**config.mk**
```make
export PLATFORM = sky130hd
export DESIGN_NAME = writeback_top
export DESIGN_NICKNAME = d
export VERILOG_FILES = /design/src/design/wb_pkg.sv /design/src/design/wb_dest_decode.sv /design/src/design/wb_branch_resolve.sv /design/src/design/wb_commit.sv /design/src/design/writeback_top.sv
export SDC_FILE = /design/constraint.sdc
export NUM_CORES = 1
export LEC_CHECK = 0
export ABC_AREA = 1
export BUFFER_PORTS_ARGS = -buffer_cell sky130_fd_sc_hd__buf_2
export CAP_MARGIN = 20
export CORE_AREA = 4 4 401 403
export DETAILED_ROUTE_END_ITERATION = 12
export DIE_AREA = 0 0 405 407
export PLACE_DENSITY = 0.3
export SYNTH_ARGS = -nofsm -noshare
export SYNTH_HDL_FRONTEND = slang
export SYNTH_SLANG_ARGS = --single-unit
```
**constraint.sdc**
```tcl
create_clock -name clk -period 0.9 [get_ports clk]
set_input_delay 0.09 -clock clk [delete_from_list [all_inputs] [get_ports clk]]
set_output_delay 0.09 -clock clk [all_outputs]
set_load 0.005 [all_outputs]
```
**src/design/wb_pkg.sv**
```systemverilog
`default_nettype none

package wb_pkg;

    // slot count is fixed by the execute stage result format
    localparam int NUM_SLOTS = 4;

    // micro-op control word bit positions
    localparam int P_OP_HALT  = 9;
    localparam int P_OP_FAR_A = 36; // far jmp
    localparam int P_OP_FAR_B = 35; // far call
    localparam int P_OP_FAR_C = 32; // far ret / iret

    // slot result value
    typedef logic [63:0] data_t;

    // memory address, or register index in the low bits
    typedef logic [31:0] addr_t;

    // instruction pointer / fetch address
    typedef logic [31:0] eip_t;

    // gpr or segment index
    typedef logic [2:0] reg_idx_t;

    // 0 byte, 1 word, 2 dword, 3 qword
    typedef logic [1:0] opsize_t;

    // one bit per result slot
    typedef logic [NUM_SLOTS-1:0] slot_mask_t;

    // exception type, msb marks external interrupt
    typedef logic [3:0] ie_type_t;

    // micro-op control word
    typedef logic [36:0] p_op_t;

endpackage

`default_nettype wire

```
**src/design/wb_dest_decode.sv**
```systemverilog
`timescale 1ns/1ns
`default_nettype none

module wb_dest_decode (
    input  wire wb_pkg::data_t      slot_data [wb_pkg::NUM_SLOTS],
    input  wire wb_pkg::addr_t      slot_dest [wb_pkg::NUM_SLOTS],
    input  wire wb_pkg::slot_mask_t is_reg,
    input  wire wb_pkg::slot_mask_t is_seg,
    input  wire wb_pkg::slot_mask_t is_mem,
    input  wire wb_pkg::slot_mask_t slot_wb,
    input  wire wb_pkg::opsize_t    op_size,
    input  wire [3:0]               size_ovr,
    input  wire                     far_xfer,

    output wb_pkg::slot_mask_t      reg_mask,
    output wb_pkg::slot_mask_t      seg_mask,
    output wb_pkg::slot_mask_t      mem_mask,
    output logic [11:0]             reg_addr,
    output logic [11:0]             seg_addr,
    output logic                    store_any,
    output wb_pkg::data_t           store_data,
    output wb_pkg::addr_t           store_addr,
    output wb_pkg::opsize_t         mem_size_raw
);

    wb_pkg::reg_idx_t dest_idx [wb_pkg::NUM_SLOTS];

    // kind flag only counts when the slot actually writes back
    assign reg_mask = is_reg & slot_wb;
    assign seg_mask = is_seg & slot_wb;
    assign mem_mask = is_mem & slot_wb;

    assign store_any = |mem_mask;

    always_comb begin
        for (int i = 0; i < wb_pkg::NUM_SLOTS; i++) begin
            dest_idx[i] = slot_dest[i][2:0];
        end
    end

    // same index packing feeds both register files, slot 0 in the low bits
    always_comb begin
        reg_addr = '0;
        seg_addr = '0;
        for (int i = 0; i < wb_pkg::NUM_SLOTS; i++) begin
            reg_addr[3*i +: 3] = dest_idx[i];
            seg_addr[3*i +: 3] = dest_idx[i];
        end
    end

    // store slot select, walk downward so the lowest set slot wins
    always_comb begin
        store_data = '0;
        store_addr = '0;
        for (int i = wb_pkg::NUM_SLOTS - 1; i >= 0; i--) begin
            if (mem_mask[i]) begin
                store_data = slot_data[i];
                store_addr = slot_dest[i];
            end
        end
    end

    // size priority: lowest override bit, then far transfer, then op size
    always_comb begin
        if (far_xfer) begin
            mem_size_raw = 2'd3; // far pointer store is always qword
        end else begin
            mem_size_raw = op_size;
        end
        for (int k = 3; k >= 0; k--) begin
            if (size_ovr[k]) begin
                mem_size_raw = wb_pkg::opsize_t'(k);
            end
        end
    end

    // execute never hands over more than one store per instruction
    a_one_store: assert property (@(mem_mask) $onehot0(mem_mask))
        else $error("wb_dest_decode: more than one mem slot set (%b)", mem_mask);

endmodule

`default_nettype wire

```
**src/design/wb_branch_resolve.sv**
```systemverilog
`timescale 1ns/1ns
`default_nettype none

module wb_branch_resolve (
    input  wire wb_pkg::p_op_t  p_op,
    input  wire wb_pkg::eip_t   eip_in,
    input  wire wb_pkg::eip_t   br_fip,
    input  wire wb_pkg::eip_t   br_fip_p1,
    input  wire wb_pkg::data_t  slot0_data,
    input  wire                 br_valid,
    input  wire                 br_taken,
    input  wire                 br_correct,

    output logic                far_xfer,
    output wb_pkg::eip_t        new_eip,
    output wb_pkg::eip_t        new_fip_e,
    output wb_pkg::eip_t        new_fip_o,
    output logic                mispredict
);

    wb_pkg::eip_t taken_eip;
    wb_pkg::eip_t fip_line;
    wb_pkg::eip_t fip_p1_line;

    // far jmp/call/ret load eip and cs together
    assign far_xfer = p_op[wb_pkg::P_OP_FAR_A]
                    | p_op[wb_pkg::P_OP_FAR_B]
                    | p_op[wb_pkg::P_OP_FAR_C];

    // far target offset sits in the low half of slot 0
    assign taken_eip = far_xfer ? slot0_data[31:0] : br_fip;

    always_comb begin
        if (br_taken) begin
            new_eip = taken_eip;
        end else begin
            new_eip = eip_in;
        end
    end

    // 16 byte fetch lines
    assign fip_line    = {br_fip[31:4], 4'h0};
    assign fip_p1_line = {br_fip_p1[31:4], 4'h0};

    // bit 4 tells which bank the target line falls in
    always_comb begin
        if (br_fip[4]) begin
            new_fip_e = fip_p1_line;
            new_fip_o = fip_line;
        end else begin
            new_fip_e = fip_line;
            new_fip_o = fip_p1_line;
        end
    end

    assign mispredict = br_valid & ~br_correct;

endmodule

`default_nettype wire

```
**src/design/wb_commit.sv**
```systemverilog
`timescale 1ns/1ns
`default_nettype none

module wb_commit (
    input  wire                     clk,
    input  wire                     rst,
    input  wire                     in_valid,
    input  wire wb_pkg::slot_mask_t reg_mask,
    input  wire wb_pkg::slot_mask_t seg_mask,
    input  wire                     store_any,
    input  wire                     mem_ready,
    input  wire                     mispredict,
    input  wire                     halt_op,
    input  wire                     ie_in,
    input  wire wb_pkg::ie_type_t   ie_type_in,
    input  wire                     interrupt_in,

    output logic                    in_ready,
    output logic                    mem_valid,
    output wb_pkg::slot_mask_t      reg_ld,
    output wb_pkg::slot_mask_t      seg_ld,
    output logic                    halt,
    output logic                    ie_val,
    output wb_pkg::ie_type_t        ie_type,
    output logic                    is_resteer
);

    logic fire;
    logic resteer_nxt;

    // only a store beat can be held back by the queue
    assign in_ready  = ~store_any | mem_ready;
    assign mem_valid = in_valid & store_any; // no dependency on mem_ready

    assign fire = in_valid & in_ready;

    // nothing architectural happens on a stalled beat
    assign reg_ld = reg_mask & {wb_pkg::NUM_SLOTS{fire}};
    assign seg_ld = seg_mask & {wb_pkg::NUM_SLOTS{fire}};
    assign halt   = fire & halt_op;

    assign ie_val  = fire & (ie_in | interrupt_in);
    assign ie_type = {interrupt_in, ie_type_in[2:0]}; // msb flags the interrupt

    assign resteer_nxt = fire & mispredict;

    always_ff @(posedge clk) begin
        if (rst) begin
            is_resteer <= 1'b0;
        end else begin
            is_resteer <= resteer_nxt; // one cycle pulse to fetch
        end
    end

    // a store the queue can't take stays offered until it is taken
    a_store_stall: assert property (
        @(posedge clk) disable iff (rst)
        mem_valid && !mem_ready |=> mem_valid
    ) else $error("wb_commit: store beat withdrawn before the store queue took it");

endmodule

`default_nettype wire

```
**src/design/writeback_top.sv**
```systemverilog
`timescale 1ns/1ns
`default_nettype none

module writeback_top (
    input  wire                   clk,
    input  wire                   rst,
    input  wire                   in_valid,

    input  wire wb_pkg::data_t    slot1_data,
    input  wire wb_pkg::data_t    slot2_data,
    input  wire wb_pkg::data_t    slot3_data,
    input  wire wb_pkg::data_t    slot4_data,
    input  wire wb_pkg::addr_t    slot1_dest,
    input  wire wb_pkg::addr_t    slot2_dest,
    input  wire wb_pkg::addr_t    slot3_dest,
    input  wire wb_pkg::addr_t    slot4_dest,
    input  wire                   slot1_is_reg,
    input  wire                   slot2_is_reg,
    input  wire                   slot3_is_reg,
    input  wire                   slot4_is_reg,
    input  wire                   slot1_is_seg,
    input  wire                   slot2_is_seg,
    input  wire                   slot3_is_seg,
    input  wire                   slot4_is_seg,
    input  wire                   slot1_is_mem,
    input  wire                   slot2_is_mem,
    input  wire                   slot3_is_mem,
    input  wire                   slot4_is_mem,
    input  wire                   slot1_wb,
    input  wire                   slot2_wb,
    input  wire                   slot3_wb,
    input  wire                   slot4_wb,

    input  wire wb_pkg::opsize_t  op_size,
    input  wire [3:0]             size_ovr,
    input  wire wb_pkg::p_op_t    p_op,
    input  wire wb_pkg::eip_t     eip_in,
    input  wire wb_pkg::eip_t     br_fip,
    input  wire wb_pkg::eip_t     br_fip_p1,
    input  wire                   br_valid,
    input  wire                   br_taken,
    input  wire                   br_correct,
    input  wire                   ie_in,
    input  wire wb_pkg::ie_type_t ie_type_in,
    input  wire                   interrupt_in,
    input  wire                   mem_ready,

    output logic                  in_ready,
    output wb_pkg::data_t         res1,
    output wb_pkg::data_t         res2,
    output wb_pkg::data_t         res3,
    output wb_pkg::data_t         res4,
    output logic [11:0]           reg_addr,
    output wb_pkg::slot_mask_t    reg_ld,
    output logic [11:0]           seg_addr,
    output wb_pkg::slot_mask_t    seg_ld,
    output logic                  mem_valid,
    output wb_pkg::addr_t         mem_addr,
    output wb_pkg::data_t         mem_data,
    output wb_pkg::opsize_t       mem_size,
    output wb_pkg::eip_t          new_eip,
    output wb_pkg::eip_t          new_fip_e,
    output wb_pkg::eip_t          new_fip_o,
    output logic                  is_resteer,
    output logic                  halt,
    output logic                  ie_val,
    output wb_pkg::ie_type_t      ie_type
);

    wb_pkg::data_t      slot_data [wb_pkg::NUM_SLOTS];
    wb_pkg::addr_t      slot_dest [wb_pkg::NUM_SLOTS];
    wb_pkg::slot_mask_t reg_mask;
    wb_pkg::slot_mask_t seg_mask;
    logic               store_any;
    logic               far_xfer;
    logic               mispredict;

    // slot 1 is index 0 throughout
    assign slot_data = '{slot1_data, slot2_data, slot3_data, slot4_data};
    assign slot_dest = '{slot1_dest, slot2_dest, slot3_dest, slot4_dest};

    wb_dest_decode u_dest (
        .slot_data    (slot_data),
        .slot_dest    (slot_dest),
        .is_reg       ({slot4_is_reg, slot3_is_reg, slot2_is_reg, slot1_is_reg}),
        .is_seg       ({slot4_is_seg, slot3_is_seg, slot2_is_seg, slot1_is_seg}),
        .is_mem       ({slot4_is_mem, slot3_is_mem, slot2_is_mem, slot1_is_mem}),
        .slot_wb      ({slot4_wb, slot3_wb, slot2_wb, slot1_wb}),
        .op_size      (op_size),
        .size_ovr     (size_ovr),
        .far_xfer     (far_xfer),
        .reg_mask     (reg_mask),
        .seg_mask     (seg_mask),
        .mem_mask     (),
        .reg_addr     (reg_addr),
        .seg_addr     (seg_addr),
        .store_any    (store_any),
        .store_data   (mem_data),
        .store_addr   (mem_addr),
        .mem_size_raw (mem_size)
    );

    wb_branch_resolve u_branch (
        .p_op       (p_op),
        .eip_in     (eip_in),
        .br_fip     (br_fip),
        .br_fip_p1  (br_fip_p1),
        .slot0_data (slot1_data),
        .br_valid   (br_valid),
        .br_taken   (br_taken),
        .br_correct (br_correct),
        .far_xfer   (far_xfer),
        .new_eip    (new_eip),
        .new_fip_e  (new_fip_e),
        .new_fip_o  (new_fip_o),
        .mispredict (mispredict)
    );

    wb_commit u_commit (
        .clk          (clk),
        .rst          (rst),
        .in_valid     (in_valid),
        .reg_mask     (reg_mask),
        .seg_mask     (seg_mask),
        .store_any    (store_any),
        .mem_ready    (mem_ready),
        .mispredict   (mispredict),
        .halt_op      (p_op[wb_pkg::P_OP_HALT]),
        .ie_in        (ie_in),
        .ie_type_in   (ie_type_in),
        .interrupt_in (interrupt_in),
        .in_ready     (in_ready),
        .mem_valid    (mem_valid),
        .reg_ld       (reg_ld),
        .seg_ld       (seg_ld),
        .halt         (halt),
        .ie_val       (ie_val),
        .ie_type      (ie_type),
        .is_resteer   (is_resteer)
    );

    // far transfer puts the cs selector on result 1 for the segment write
    assign res1 = far_xfer ? {48'h0, slot1_data[47:32]} : slot1_data;
    assign res2 = slot2_data;
    assign res3 = slot3_data;
    assign res4 = slot4_data;

    // a held store keeps its address, data and size
    a_store_stable: assert property (@(posedge clk) disable iff (rst)
        mem_valid && !mem_ready |=>
            $stable(mem_addr) && $stable(mem_data) && $stable(mem_size))
        else $error("writeback_top: store fields changed while waiting on the queue");

endmodule

`default_nettype wire

```
==> impl_summary.md, run 1 <==
Timing
Counting I/O delays and the setup requirement, the final critical path takes 1.37 ns. Setup repair after global routing could not meet its margin everywhere. Of the available clock period, the critical path in the final layout requires 152%. Setup violations remaining at the end of the flow were counted as 233. In the post-route analysis, the smallest setup slack over all paths is -0.467 ns. The headroom to the max-slew limit is 64.9%.

The worst slack on hold paths is 0.180 ns. The number of hold violations in the final report was 0. For the pin with the worst max-slew slack, the measured transition is 0.525 ns. The maximum operating frequency is 732 MHz.

The summed negative setup slack over all endpoints is -74.87 ns. The number of pins exceeding their max-slew limit in the final report is 0.

Global route
The total congestion overflow is 0. Entering global routing, the biggest net connects 29 pins. The busiest layer in global routing is met2. The number of antenna violations at the first check in global routing is 94. Global routing consumed, on the met2 layer, 22.6% of the routing resources. The overall global routing resource usage is 12.7%.

The first-pass GRT wire length is 139000 um. For met3 alone, demand over resource in global routing was 2.16%. Global routing consumed, on the met1 layer, 16.5% of the routing resources. The via count of the first global-routing pass is 13900.

Placed design
The placer congestion estimate is 0.860. The worst-case setup slack after placement is -0.802 ns. The placed wire-length estimate is 99500 um.

The placed instance area is 15200 um2. The count of input and output buffers is 990.

Detailed routing
The number of vias per cell after detailed routing is 3.13. The total iterations of the first detailed-routing run is 5. For this block, the routed nets add up to 117000 um of wire. The count of vias placed by the detailed router is 14700. In the final routed layout, each cell accounts on average for 24.8 um. The detailed-route DRC error count is 0. The number of DRC markers in iteration 0 is 765. The final antenna-violating net count is 0.

Outcome
The flow ran to the end, but the final reports show violations. The checks that failed: setup timing.

Floorplanning
The floorplan step defined a die boundary enclosing 165000 um2. The top-level I/O count is 1043. The floorplan step defined a core boundary enclosing 157000 um2. The initial core utilization is 4.88%. In this run the vertical extent of the chip is 407 um. The standard-cell row count is 146. The width of the die is 405 um.

Setup path
The class of the most critical setup path is primary input to output port. The worst path arrival time is 1.28 ns. The category of the worst setup path capture point is an output port. In this run the worst path has a maximum fanout of 8. The worst setup path is launched from a primary input.

The required time at the worst-slack endpoint is 0.81 ns.

Finish
u_commit.is_resteer holds more flip-flops than any other register. The library cells used most frequently in the layout, excluding fill and tap cells, are sky130_fd_sc_hd__buf_2, sky130_fd_sc_hd__nand2_1, sky130_fd_sc_hd__inv_1, sky130_fd_sc_hd__nor2_1, sky130_fd_sc_hd__buf_4. The number of filler cells placed in the layout is 18600. Compared with the post-synthesis result, the final layout area differs by 156%. The post-route cell area is 19700 um2. The leading cell type in the layout, fill and taps excluded is sky130_fd_sc_hd__buf_2.

The largest registers in the layout are u_commit.is_resteer: 1 flops. The number of flip-flops in the largest register was 1. The share of layout cells above drive strength 1 is 65.5%. In the final design database the tool counted 3166 nets.

Yosys
The synthesis warning total is 0. The per-instance average area after synthesis is 4.62 um2. The unique cell type count in the Yosys netlist is 20. Counting flops and latches in the post-synthesis netlist gives 1. In this run the cell area of the synthesized design comes to 7690 um2. Synthesis produced 1665 cells. Of the synthesized area, sequential elements account for 0.260%.

Power
The highest ir drop seen on vdd is 0.176 mV. The clock network fraction of total power is 0%. Of the total power, combinational logic draws 99.6%. The total internal power is 4730 uW. In this run the power density over the cells is 536 nW/um2. The final total power is 10600 uW. The switching component of the power is 5830 uW.

The switching part of the total power is 55.2%. In this run the static leakage power is 0.0106 uW. Of the total power, registers draw 0.4%.

Min path
The type of the worst min-delay path is primary input to output port.

Run
Max-cap violations in this run came to 0.

CTS
The number of buffers inserted for hold repair after clock tree synthesis is 0.
metal layers:
layer | routed length, um | up-vias | share of wire, %
met4 | 2850 | 12 | 2.4
met3 | 7210 | 204 | 6.2
met2 | 57400 | 828 | 49
met1 | 49200 | 6870 | 42
li1 | - | 6789 | -
met5 | 85 | - | 0.073
critical path, cell delays in order:
cell	delay, ns
sky130_fd_sc_hd__buf_12	0.13
sky130_fd_sc_hd__nand2_8	0.18
sky130_fd_sc_hd__inv_16	0.08
sky130_fd_sc_hd__buf_12	0.15
sky130_fd_sc_hd__buf_16	0.16
sky130_fd_sc_hd__nand2_4	0.08
sky130_fd_sc_hd__nand3_4	0.06
sky130_fd_sc_hd__a21oi_4	0.17
sky130_fd_sc_hd__buf_2	0.15
cells in the mapped netlist:
master	number	share of area, %
sky130_fd_sc_hd__nand2_1	593	29
sky130_fd_sc_hd__buf_4	239	23
sky130_fd_sc_hd__nor2_1	227	11
sky130_fd_sc_hd__nand3_1	221	14
sky130_fd_sc_hd__inv_1	163	8.0
sky130_fd_sc_hd__o21ai_0	74	4.8
sky130_fd_sc_hd__buf_2	52	3.4
sky130_fd_sc_hd__a21oi_1	35	2.3
sky130_fd_sc_hd__clkbuf_1	31	1.5
sky130_fd_sc_hd__buf_1	11	0.54
sky130_fd_sc_hd__inv_2	5	0.24
sky130_fd_sc_hd__buf_6	3	0.44
sky130_fd_sc_hd__nand2_2	3	0.24
sky130_fd_sc_hd__or2_2	2	0.16
sky130_fd_sc_hd__clkinv_1	1	0.049
sky130_fd_sc_hd__conb_1	1	0.049
sky130_fd_sc_hd__dfxtp_1	1	0.26
sky130_fd_sc_hd__nor3_1	1	0.065
sky130_fd_sc_hd__o21a_1	1	0.098
sky130_fd_sc_hd__o21ai_2	1	0.11
cell type report:
cell class,count,area (um2),share of cell area [%]
diodes,17,42.5,0.216
multi-input cells,1169,7180,36.4
repair buffers,1272,9150,46.4
flip-flops and latches,1,20.0,0.102
inverters,169,694,3.53
repair inverters,1,20.0,0.102
well taps,2072,2590,13.2
path summary, 6_finish.rpt:
path / slack (ns) / to / start / cells after the start
max: -0.47 / mem_addr[15] / slot3_wb / 9
min: 0.18 / ie_type[2] / ie_type_in[2] / 0
power groups by stage:
| stage | registers, uW | logic (uW) | clock network, uW |
|---|---|---|---|
| detailed placement | 46.4 | 8160 | 0 |
| global route | 46.5 | 11400 | 0.0000804 |
| floorplan | 46.7 | 3140 | 0 |
| CTS | 46.4 | 9500 | 0 |
| finish | 46.4 | 10500 | 0.00177 |
| global placement | 46.4 | 8230 | 0 |
kinds of logic (layout without fill, tap and decap cells):
| logic type | Yosys count | in the layout | share of synthesized area, % |
|---|---|---|---|
| buf+inv | 505 | 1442 | 37.5 |
| flops | 1 | 1 | 0.260 |
| other cells | 1 | 25 | 0.0488 |
| simple gates | 1047 | 1050 | 54.9 |
| compound gates | 111 | 111 | 7.31 |
metrics by stage:
step	std cells	utilization (%)
after floorplan	1672	-
after global placement	4595	9.67
after detailed placement	4595	9.67
after CTS	4644	11.1
after global routing	4685	12.5
final	4701	12.5
repair_timing:
item                                    4_1_cts  5_1_grt
buffers inserted                             37       32
cloned                                       18       17
gates resized for setup                     407      390
pin swaps                                    99      154
endpoints found under the setup margin      235      262
Note: power is estimated with default switching activity, not from simulation.
==> inputs of run 2 (changes only) <==
--- a/config.mk
+++ b/config.mk
@@ -8,9 +8,9 @@
 export ABC_AREA = 1
 export BUFFER_PORTS_ARGS = -buffer_cell sky130_fd_sc_hd__buf_2
 export CAP_MARGIN = 20
-export CORE_AREA = 4 4 401 403
+export CORE_AREA = 2 2 411 413
 export DETAILED_ROUTE_END_ITERATION = 12
-export DIE_AREA = 0 0 405 407
+export DIE_AREA = 0 0 413 415
 export PLACE_DENSITY = 0.3
 export SYNTH_ARGS = -nofsm -noshare
 export SYNTH_HDL_FRONTEND = slang
==> run 2 against run 1 <==
Compared with the run above:
- the run still ends with setup timing left
- final cell count up 2.9%
- hold slack unchanged
- wire length fell by 2.0%
- die area up 4.0%
- core utilization is 1.2 points lower
- via count shrank 0.87%
==> impl_summary.md, run 2 (synthesis gave the netlist of run 1 again) <==
Outcome
Status: finished with violations (unchanged). Failing checks: setup timing (unchanged).

Timing
The number of hold violations in the final report is 0 (unchanged). The maximum operating frequency came to 735 MHz (was 732 MHz). The post-route fraction of the period consumed by the critical path is 151% (was 152%). The minimum clock period after layout is 1.36 ns (was 1.37 ns). The number of pins exceeding their max-slew limit in the final report is 0 (unchanged). The summed negative setup slack over all endpoints is -73.38 ns (was -74.87 ns). The final worst-path setup slack came to -0.460 ns (was -0.467 ns). The final setup violation count is 231 (was 233). Setup repair after global routing missed its margin: yes (unchanged).

Setup path
The maximum fanout count along the critical path is 8 (unchanged). The combined buffer and inverter count along the critical path is 5 (unchanged). The cell repeated most along the worst path was sky130_fd_sc_hd__buf_12 (unchanged). The worst path arrival time came to 1.27 ns (was 1.28 ns).

The required time at the worst-slack endpoint is 0.81 ns (about the same). The class of the most critical setup path is primary input to output port (unchanged). Chain of cells forming the critical path: buf_6 -> nor2_4 -> nand2_8 -> buf_12 -> buf_16 -> buf_12 -> nand2_2 -> o21ai_1 -> buf_2 (was buf_12 -> nand2_8 -> inv_16 -> buf_12 -> buf_16 -> nand2_4 -> nand3_4 -> a21oi_4 -> buf_2).

The peak per-stage delay on the critical path is 0.19 ns (was 0.18 ns). The kind of launch point of the worst setup path is a primary input (unchanged). The cell with the largest stage delay on the worst path is sky130_fd_sc_hd__buf_12 (was sky130_fd_sc_hd__nand2_8). The family of cells with the greatest summed delay on the critical path was buffers and inverters (unchanged).

The category of the worst setup path capture point is an output port (unchanged).

Min path
The hold path startpoint is ie_type_in[2] (unchanged). The number of cells on the worst hold path is 0 (unchanged). The type of the worst min-delay path is primary input to output port (unchanged). The capture endpoint of the worst hold path is ie_type[2] (unchanged).

Floorplanning
The width of the die is 413 um (was 405 um). The standard-cell row count is 150 (was 146). The area enclosed by the die boundary came to 171000 um2 (was 165000 um2). The chip height was 415 um (was 407 um).

The top-level I/O count is 1043 (unchanged). The area inside the core boundary is 167000 um2 (was 157000 um2). The initial core utilization is 4.61% (was 4.88%).

Finish
The number of filler cells placed in the layout is 19800 (was 18600). The number of flip-flops in the largest register is 1 (unchanged). Biggest registers after layout: u_commit.is_resteer: 1 flops (unchanged). The area overhead of the layout relative to synthesis is 146% (was 156%).

The leading cell type in the layout, fill and taps excluded was sky130_fd_sc_hd__buf_2 (unchanged). The number of standard cells in the final layout excluding fillers came to 4835 (was 4701). The final design utilization is 11.4% (was 12.5%). The share of layout cells above drive strength 1 was 62.0% (was 65.5%).

The most flop-heavy register was u_commit.is_resteer (unchanged). Most used cells in the layout excluding fill and tap cells: sky130_fd_sc_hd__buf_2, sky130_fd_sc_hd__nand2_1, sky130_fd_sc_hd__nor2_1, sky130_fd_sc_hd__inv_1 (was sky130_fd_sc_hd__buf_2, sky130_fd_sc_hd__nand2_1, sky130_fd_sc_hd__inv_1, sky130_fd_sc_hd__nor2_1, sky130_fd_sc_hd__buf_4). The count of nets after finishing is 3164 (was 3166).

Detailed routing
The number of DRC markers in iteration 0 is 834 (was 765). The routed wirelength normalized by instance count is 23.7 um (was 24.8 um). The total iterations of the first detailed-routing run is 5 (unchanged).

The detailed-route DRC error count is 0 (unchanged). The final antenna-violating net count is 0 (unchanged). The count of vias placed by the detailed router is 14600 (was 14700). The number of vias per cell after detailed routing is 3.01 (was 3.13).

The routed wire length is 114000 um (was 117000 um).

Global route
The largest net degree at the start of global routing is 41 (was 29). The total congestion overflow came to 0 (unchanged). The via count of the first global-routing pass is 13700 (was 13900).

The overall global routing resource usage is 12.3% (was 12.7%). The first-pass GRT wire length was 140000 um (was 139000 um). The number of antenna violations at the first check in global routing is 98 (was 94).

Power
The leakage power is 0.0102 uW (was 0.0106 uW). The total power density per cell area is 533 nW/um2 (was 536 nW/um2). The highest ir drop seen on vdd was 0.157 mV (was 0.176 mV).

Placed design
The placed wire-length estimate is 98000 um (was 99500 um). The cell count after placement was 4735 (was 4595). The placer congestion estimate is 0.880 (was 0.860). The count of input and output buffers came to 990 (unchanged).

CTS
The number of buffers inserted for hold repair after clock tree synthesis is 0 (unchanged).

Run
The reported max-cap violation count is 0 (unchanged).
==> run 2: cell count changes in the layout (fill, tap and decap cells not counted), sizes merged <==
cell and delta:
diode +4, inv -2, bufbuf +1, clkbuf -4
clkinv +1, nand2 -3, buf +5
==> run 2: report_power, final <==
part	switching (uW)	leakage, uW	internal [uW]
Clock	0	0.000000132	0.00254
Sequential	0.243	0.00000811	46.3
Combinational	5540	0.0102	4500
==> run 2: per-layer routing <==
metal / up-vias / track usage [%] / share of wire [%]
met4: 8 / 1.20 / 2.1
li1: 6769 / - / -
met2: 745 / 22.0 / 49
met1: 6874 / 16.1 / 44
met3: 179 / 1.59 / 5.2
met5: - / 0 / 0.042
==> run 2: worst max path at each step <==
stage | startpoint | to | cells after the start
CTS | slot3_wb | mem_data[48] | 11
global placement | p_op[35] | res1[17] | 7
global route | p_op[35] | new_eip[14] | 9
floorplan | slot4_is_mem | ie_val | 7
finish | p_op[35] | res1[7] | 9
detailed placement | p_op[35] | new_eip[1] | 8
==> run 2: per-stage QoR <==
| step | total power, uW | setup slack (ns) | area [um2] | hold slack, ns |
|---|---|---|---|---|
| after floorplan | 3180 | -0.0126 | 7760 | 0.211 |
| after global placement | 8290 | -0.757 | 15500 | 0.180 |
| after detailed placement | 8250 | -0.792 | 15500 | 0.180 |
| after CTS | 9530 | -0.488 | 17500 | 0.180 |
| after global routing | 10900 | -0.505 | 18900 | 0.180 |
| final | 10100 | -0.460 | 18900 | 0.180 |
==> run 2: cell type report <==
type	instances	area [um2]	area share, %
timing repair buffer	1274	9040	47.8
antenna	21	52.6	0.278
sequential	1	20.0	0.106
multi-input combinational	1166	6350	33.5
inverter	169	708	3.74
tap	2204	2760	14.6
==> run 2: repair_timing <==
item / in CTS / in global routing
setup endpoints to repair: 229 / 252
setup buffers: 28 / 29
gates resized for setup: 339 / 250
cloned: 17 / 12
pin swaps: 83 / 78
==> inputs of run 3 (changes only) <==
--- a/config.mk
+++ b/config.mk
@@ -8,9 +8,9 @@
 export ABC_AREA = 1
 export BUFFER_PORTS_ARGS = -buffer_cell sky130_fd_sc_hd__buf_2
 export CAP_MARGIN = 20
-export CORE_AREA = 2 2 411 413
+export CORE_AREA = 2 2 408 410
 export DETAILED_ROUTE_END_ITERATION = 12
-export DIE_AREA = 0 0 413 415
+export DIE_AREA = 0 0 410 412
 export PLACE_DENSITY = 0.3
 export SYNTH_ARGS = -nofsm -noshare
 export SYNTH_HDL_FRONTEND = slang
==> constraint.sdc (replaced) <==
create_clock -name clk -period 1.4 [get_ports clk]
set_input_delay 0.14 -clock clk [delete_from_list [all_inputs] [get_ports clk]]
set_output_delay 0.14 -clock clk [all_outputs]
set_load 0.005 [all_outputs]
==> run 3 against run 2 <==
Compared with the run above:
- worst setup slack improved by 0.43 ns
- hold slack better by 0.10 ns
- critical path depth decreased by 1
- final cell count decreased by 2.5%
- design area decreased by 7.3%
- power decreased by 41%
- the run still ends with setup timing left
- first-iteration DRC count rose by 13%
- largest power group unchanged
==> impl_summary.md, run 3 (synthesis gave the netlist of run 1 again) <==
Timing
The maximum operating frequency is 698 MHz. The worst path in the final design needs a cycle of 1.43 ns, including I/O delays and setup. The summed negative setup slack over all endpoints is -0.225 ns (was -73.38 ns).

The final setup violation count is 20 (was 231). Setup repair after global routing missed its margin: yes (unchanged). The headroom to the max-slew limit is 66.3%.

The number of hold violations in the final report was 0 (unchanged). For the pin with the worst max-slew slack, the measured transition is 0.506 ns. The final critical path takes up 102% of the cycle. The number of pins exceeding their max-slew limit in the final report is 0 (unchanged). The final worst-path setup slack is -0.0324 ns (was -0.460 ns).

Finish
The area used by sequential logic in the layout is 20.0 um2 (unchanged). The post-route cell area came to 17500 um2 (was 18900 um2). The number of filler cells placed in the layout is 19600 (was 19800). The leading cell type in the layout, fill and taps excluded is sky130_fd_sc_hd__buf_2 (unchanged). Biggest registers after layout: u_commit.is_resteer: 1 flops (unchanged). The most flop-heavy register is u_commit.is_resteer (unchanged). The number of flip-flops in the largest register is 1 (unchanged). The area overhead of the layout relative to synthesis is 128% (was 146%). The count of nets after finishing is 3074 (was 3164). The multi-input combinational cell area is 5940 um2 (was 6350 um2). The number of standard cells in the final layout excluding fillers is 4716 (was 4835). Most used cells in the layout excluding fill and tap cells: sky130_fd_sc_hd__buf_2, sky130_fd_sc_hd__nand2_1, sky130_fd_sc_hd__nand3_1, sky130_fd_sc_hd__nor2_1, sky130_fd_sc_hd__inv_1 (was sky130_fd_sc_hd__buf_2, sky130_fd_sc_hd__nand2_1, sky130_fd_sc_hd__nor2_1, sky130_fd_sc_hd__inv_1). The share of layout cells above drive strength 1 was 57.2% (was 62.0%).

Power
The sequential cell fraction of total power is 0.5% (about the same). The leakage power came to 0.00944 uW (was 0.0102 uW). The final total power is 5930 uW (was 10100 uW).

The total internal power was 2600 uW (was 4540 uW). The switching component of the power is 3330 uW (was 5540 uW). The switching part of the total power is 56.2% (was 54.9%).

The total power density per cell area is 338 nW/um2 (was 533 nW/um2). The highest ir drop seen on vdd was 0.134 mV (was 0.157 mV). The combinational power share is 99.5% (about the same). The clock network fraction of total power came to 0% (about the same).

Detailed routing
The detailed-route DRC error count is 0 (unchanged). The number of DRC markers in iteration 0 is 943 (was 834). The routed wirelength normalized by instance count came to 23.6 um (was 23.7 um). The number of vias per cell after detailed routing is 3.03 (was 3.01). The total iterations of the first detailed-routing run is 7 (was 5). The count of vias placed by the detailed router is 14300 (was 14600).

The routed wire length is 111000 um (was 114000 um). The final antenna-violating net count was 0 (unchanged).

Placed design
The count of input and output buffers is 990 (unchanged). The placer congestion estimate is 0.896 (was 0.880). The placed instance area is 14800 um2 (was 15500 um2).

The cell count after placement came to 4648 (was 4735). The placed wire-length estimate is 95800 um (was 98000 um).

Setup path
The maximum fanout count along the critical path was 8 (unchanged). The family of cells with the greatest summed delay on the critical path is buffers and inverters (unchanged). The kind of launch point of the worst setup path is a primary input (unchanged).

The worst path arrival time is 1.29 ns (was 1.27 ns). The required time at the worst-slack endpoint was 1.26 ns (was 0.81 ns). The combined buffer and inverter count along the critical path is 5 (unchanged).

The cell with the largest stage delay on the worst path is sky130_fd_sc_hd__nor2_4 (was sky130_fd_sc_hd__buf_12). The category of the worst setup path capture point was an output port (unchanged). The class of the most critical setup path is primary input to output port (unchanged). Chain of cells forming the critical path: buf_6 -> nor2_4 -> nand2_8 -> buf_12 -> buf_16 -> buf_12 -> o21ai_0 -> buf_2 (was buf_6 -> nor2_4 -> nand2_8 -> buf_12 -> buf_16 -> buf_12 -> nand2_2 -> o21ai_1 -> buf_2). The cell repeated most along the worst path is sky130_fd_sc_hd__buf_12 (unchanged). The peak per-stage delay on the critical path was 0.17 ns (was 0.19 ns).

Run
The reported max-cap violation count was 0 (unchanged).

Global route
The number of antenna violations at the first check in global routing was 99 (was 98). The via count of the first global-routing pass is 13200 (was 13700). The first-pass GRT wire length is 133000 um (was 140000 um). The global routing met2 resource utilization was 20.8% (was 22.0%). The global routing usage on met1 came to 15.5% (was 16.1%).

The met3 usage in global routing is 2.03% (was 1.59%). The overall global routing resource usage was 11.9% (was 12.3%). The total congestion overflow came to 0 (unchanged).

The busiest layer in global routing is met2 (unchanged). The largest net degree at the start of global routing came to 36 (was 41).

Floorplanning
The area inside the core boundary is 164000 um2 (was 167000 um2). The area enclosed by the die boundary is 169000 um2 (was 171000 um2). The standard-cell row count is 149 (was 150). The initial core utilization is 4.68% (was 4.61%).

The chip height is 412 um (was 415 um). The top-level I/O count was 1043 (unchanged). The width of the die came to 410 um (was 413 um).

CTS
The number of buffers inserted for hold repair after clock tree synthesis is 0 (unchanged).

Outcome
Failing checks: setup timing (unchanged). Status: finished with violations (unchanged).

Min path
The number of cells on the worst hold path is 0 (unchanged). The capture endpoint of the worst hold path was ie_type[2] (unchanged). The hold path startpoint is ie_type_in[2] (unchanged). The type of the worst min-delay path is primary input to output port (unchanged).
-- run 3: changes by cell type in the layout (fill, tap and decap cells not counted), moves of 14 or more --
| cell | before | now |
|---|---|---|
| sky130_fd_sc_hd__buf_6 | 60 | 46 |
| sky130_fd_sc_hd__nand2_2 | 103 | 69 |
| sky130_fd_sc_hd__buf_8 | 24 | 8 |
| sky130_fd_sc_hd__buf_4 | 139 | 73 |
| sky130_fd_sc_hd__diode_2 | 21 | 7 |
| sky130_fd_sc_hd__nand3_1 | 139 | 172 |
| sky130_fd_sc_hd__nand2_1 | 455 | 499 |
| sky130_fd_sc_hd__nand3_2 | 70 | 44 |
-- run 3: power by group through the flow --
stage               combinational (uW)  clock (uW)  sequential (uW)
CTS                               5450           0             29.8
floorplan                         2000           0             30.0
detailed placement                4940           0             29.8
global route                      6390           0             29.9
finish                            5900    0.000293             29.8
global placement                  4960           0             29.8
-- run 3: area by class of cell --
class                           instances  area share [%]
Multi-Input combinational cell       1167            33.9
Antenna cell                            7          0.0999
Timing Repair Buffer                 1182            46.1
Inverter                              169            4.10
Tap cell                             2189            15.6
Timing Repair inverter                  1          0.0499
Sequential cell                         1           0.114
-- run 3: metrics by stage --
stage          setup slack (ns)  util, %  hold slack (ns)
5_1_grt                  -0.103     10.7            0.280
3_3_place_gp             -0.293     8.98            0.280
2_1_floorplan             0.358        -            0.265
6_report                -0.0324     10.7            0.280
3_5_place_dp             -0.269     8.98            0.280
4_1_cts                 -0.0610     9.75            0.280
-- run 3: worst max-delay path by stage --
stage,from,endpoint,slack [ns],cells past startpoint
2_1_floorplan,p_op[35],new_eip[12],0.36,8
3_3_place_gp,slot4_wb,mem_data[38],-0.29,10
3_5_place_dp,slot4_wb,mem_data[38],-0.27,10
4_1_cts,p_op[32],new_eip[17],-0.06,11
5_1_grt,p_op[35],new_eip[14],-0.10,10
6_report,p_op[35],res1[14],-0.03,8
-- run 3: metal layers --
layer  vias to the layer above  wire length, um
met3                       223             7180
met5                         -               59
li1                       6579                -
met4                         8             3070
met2                       828            53500
met1                      6663            47600
-- run 3: repair_timing --
action	4_1_cts	5_1_grt
pin swaps	33	92
endpoints found under the hold margin	0	0
setup buffers	26	17
cloned	12	16
gates resized for setup	185	277
endpoints found under the setup margin	162	163
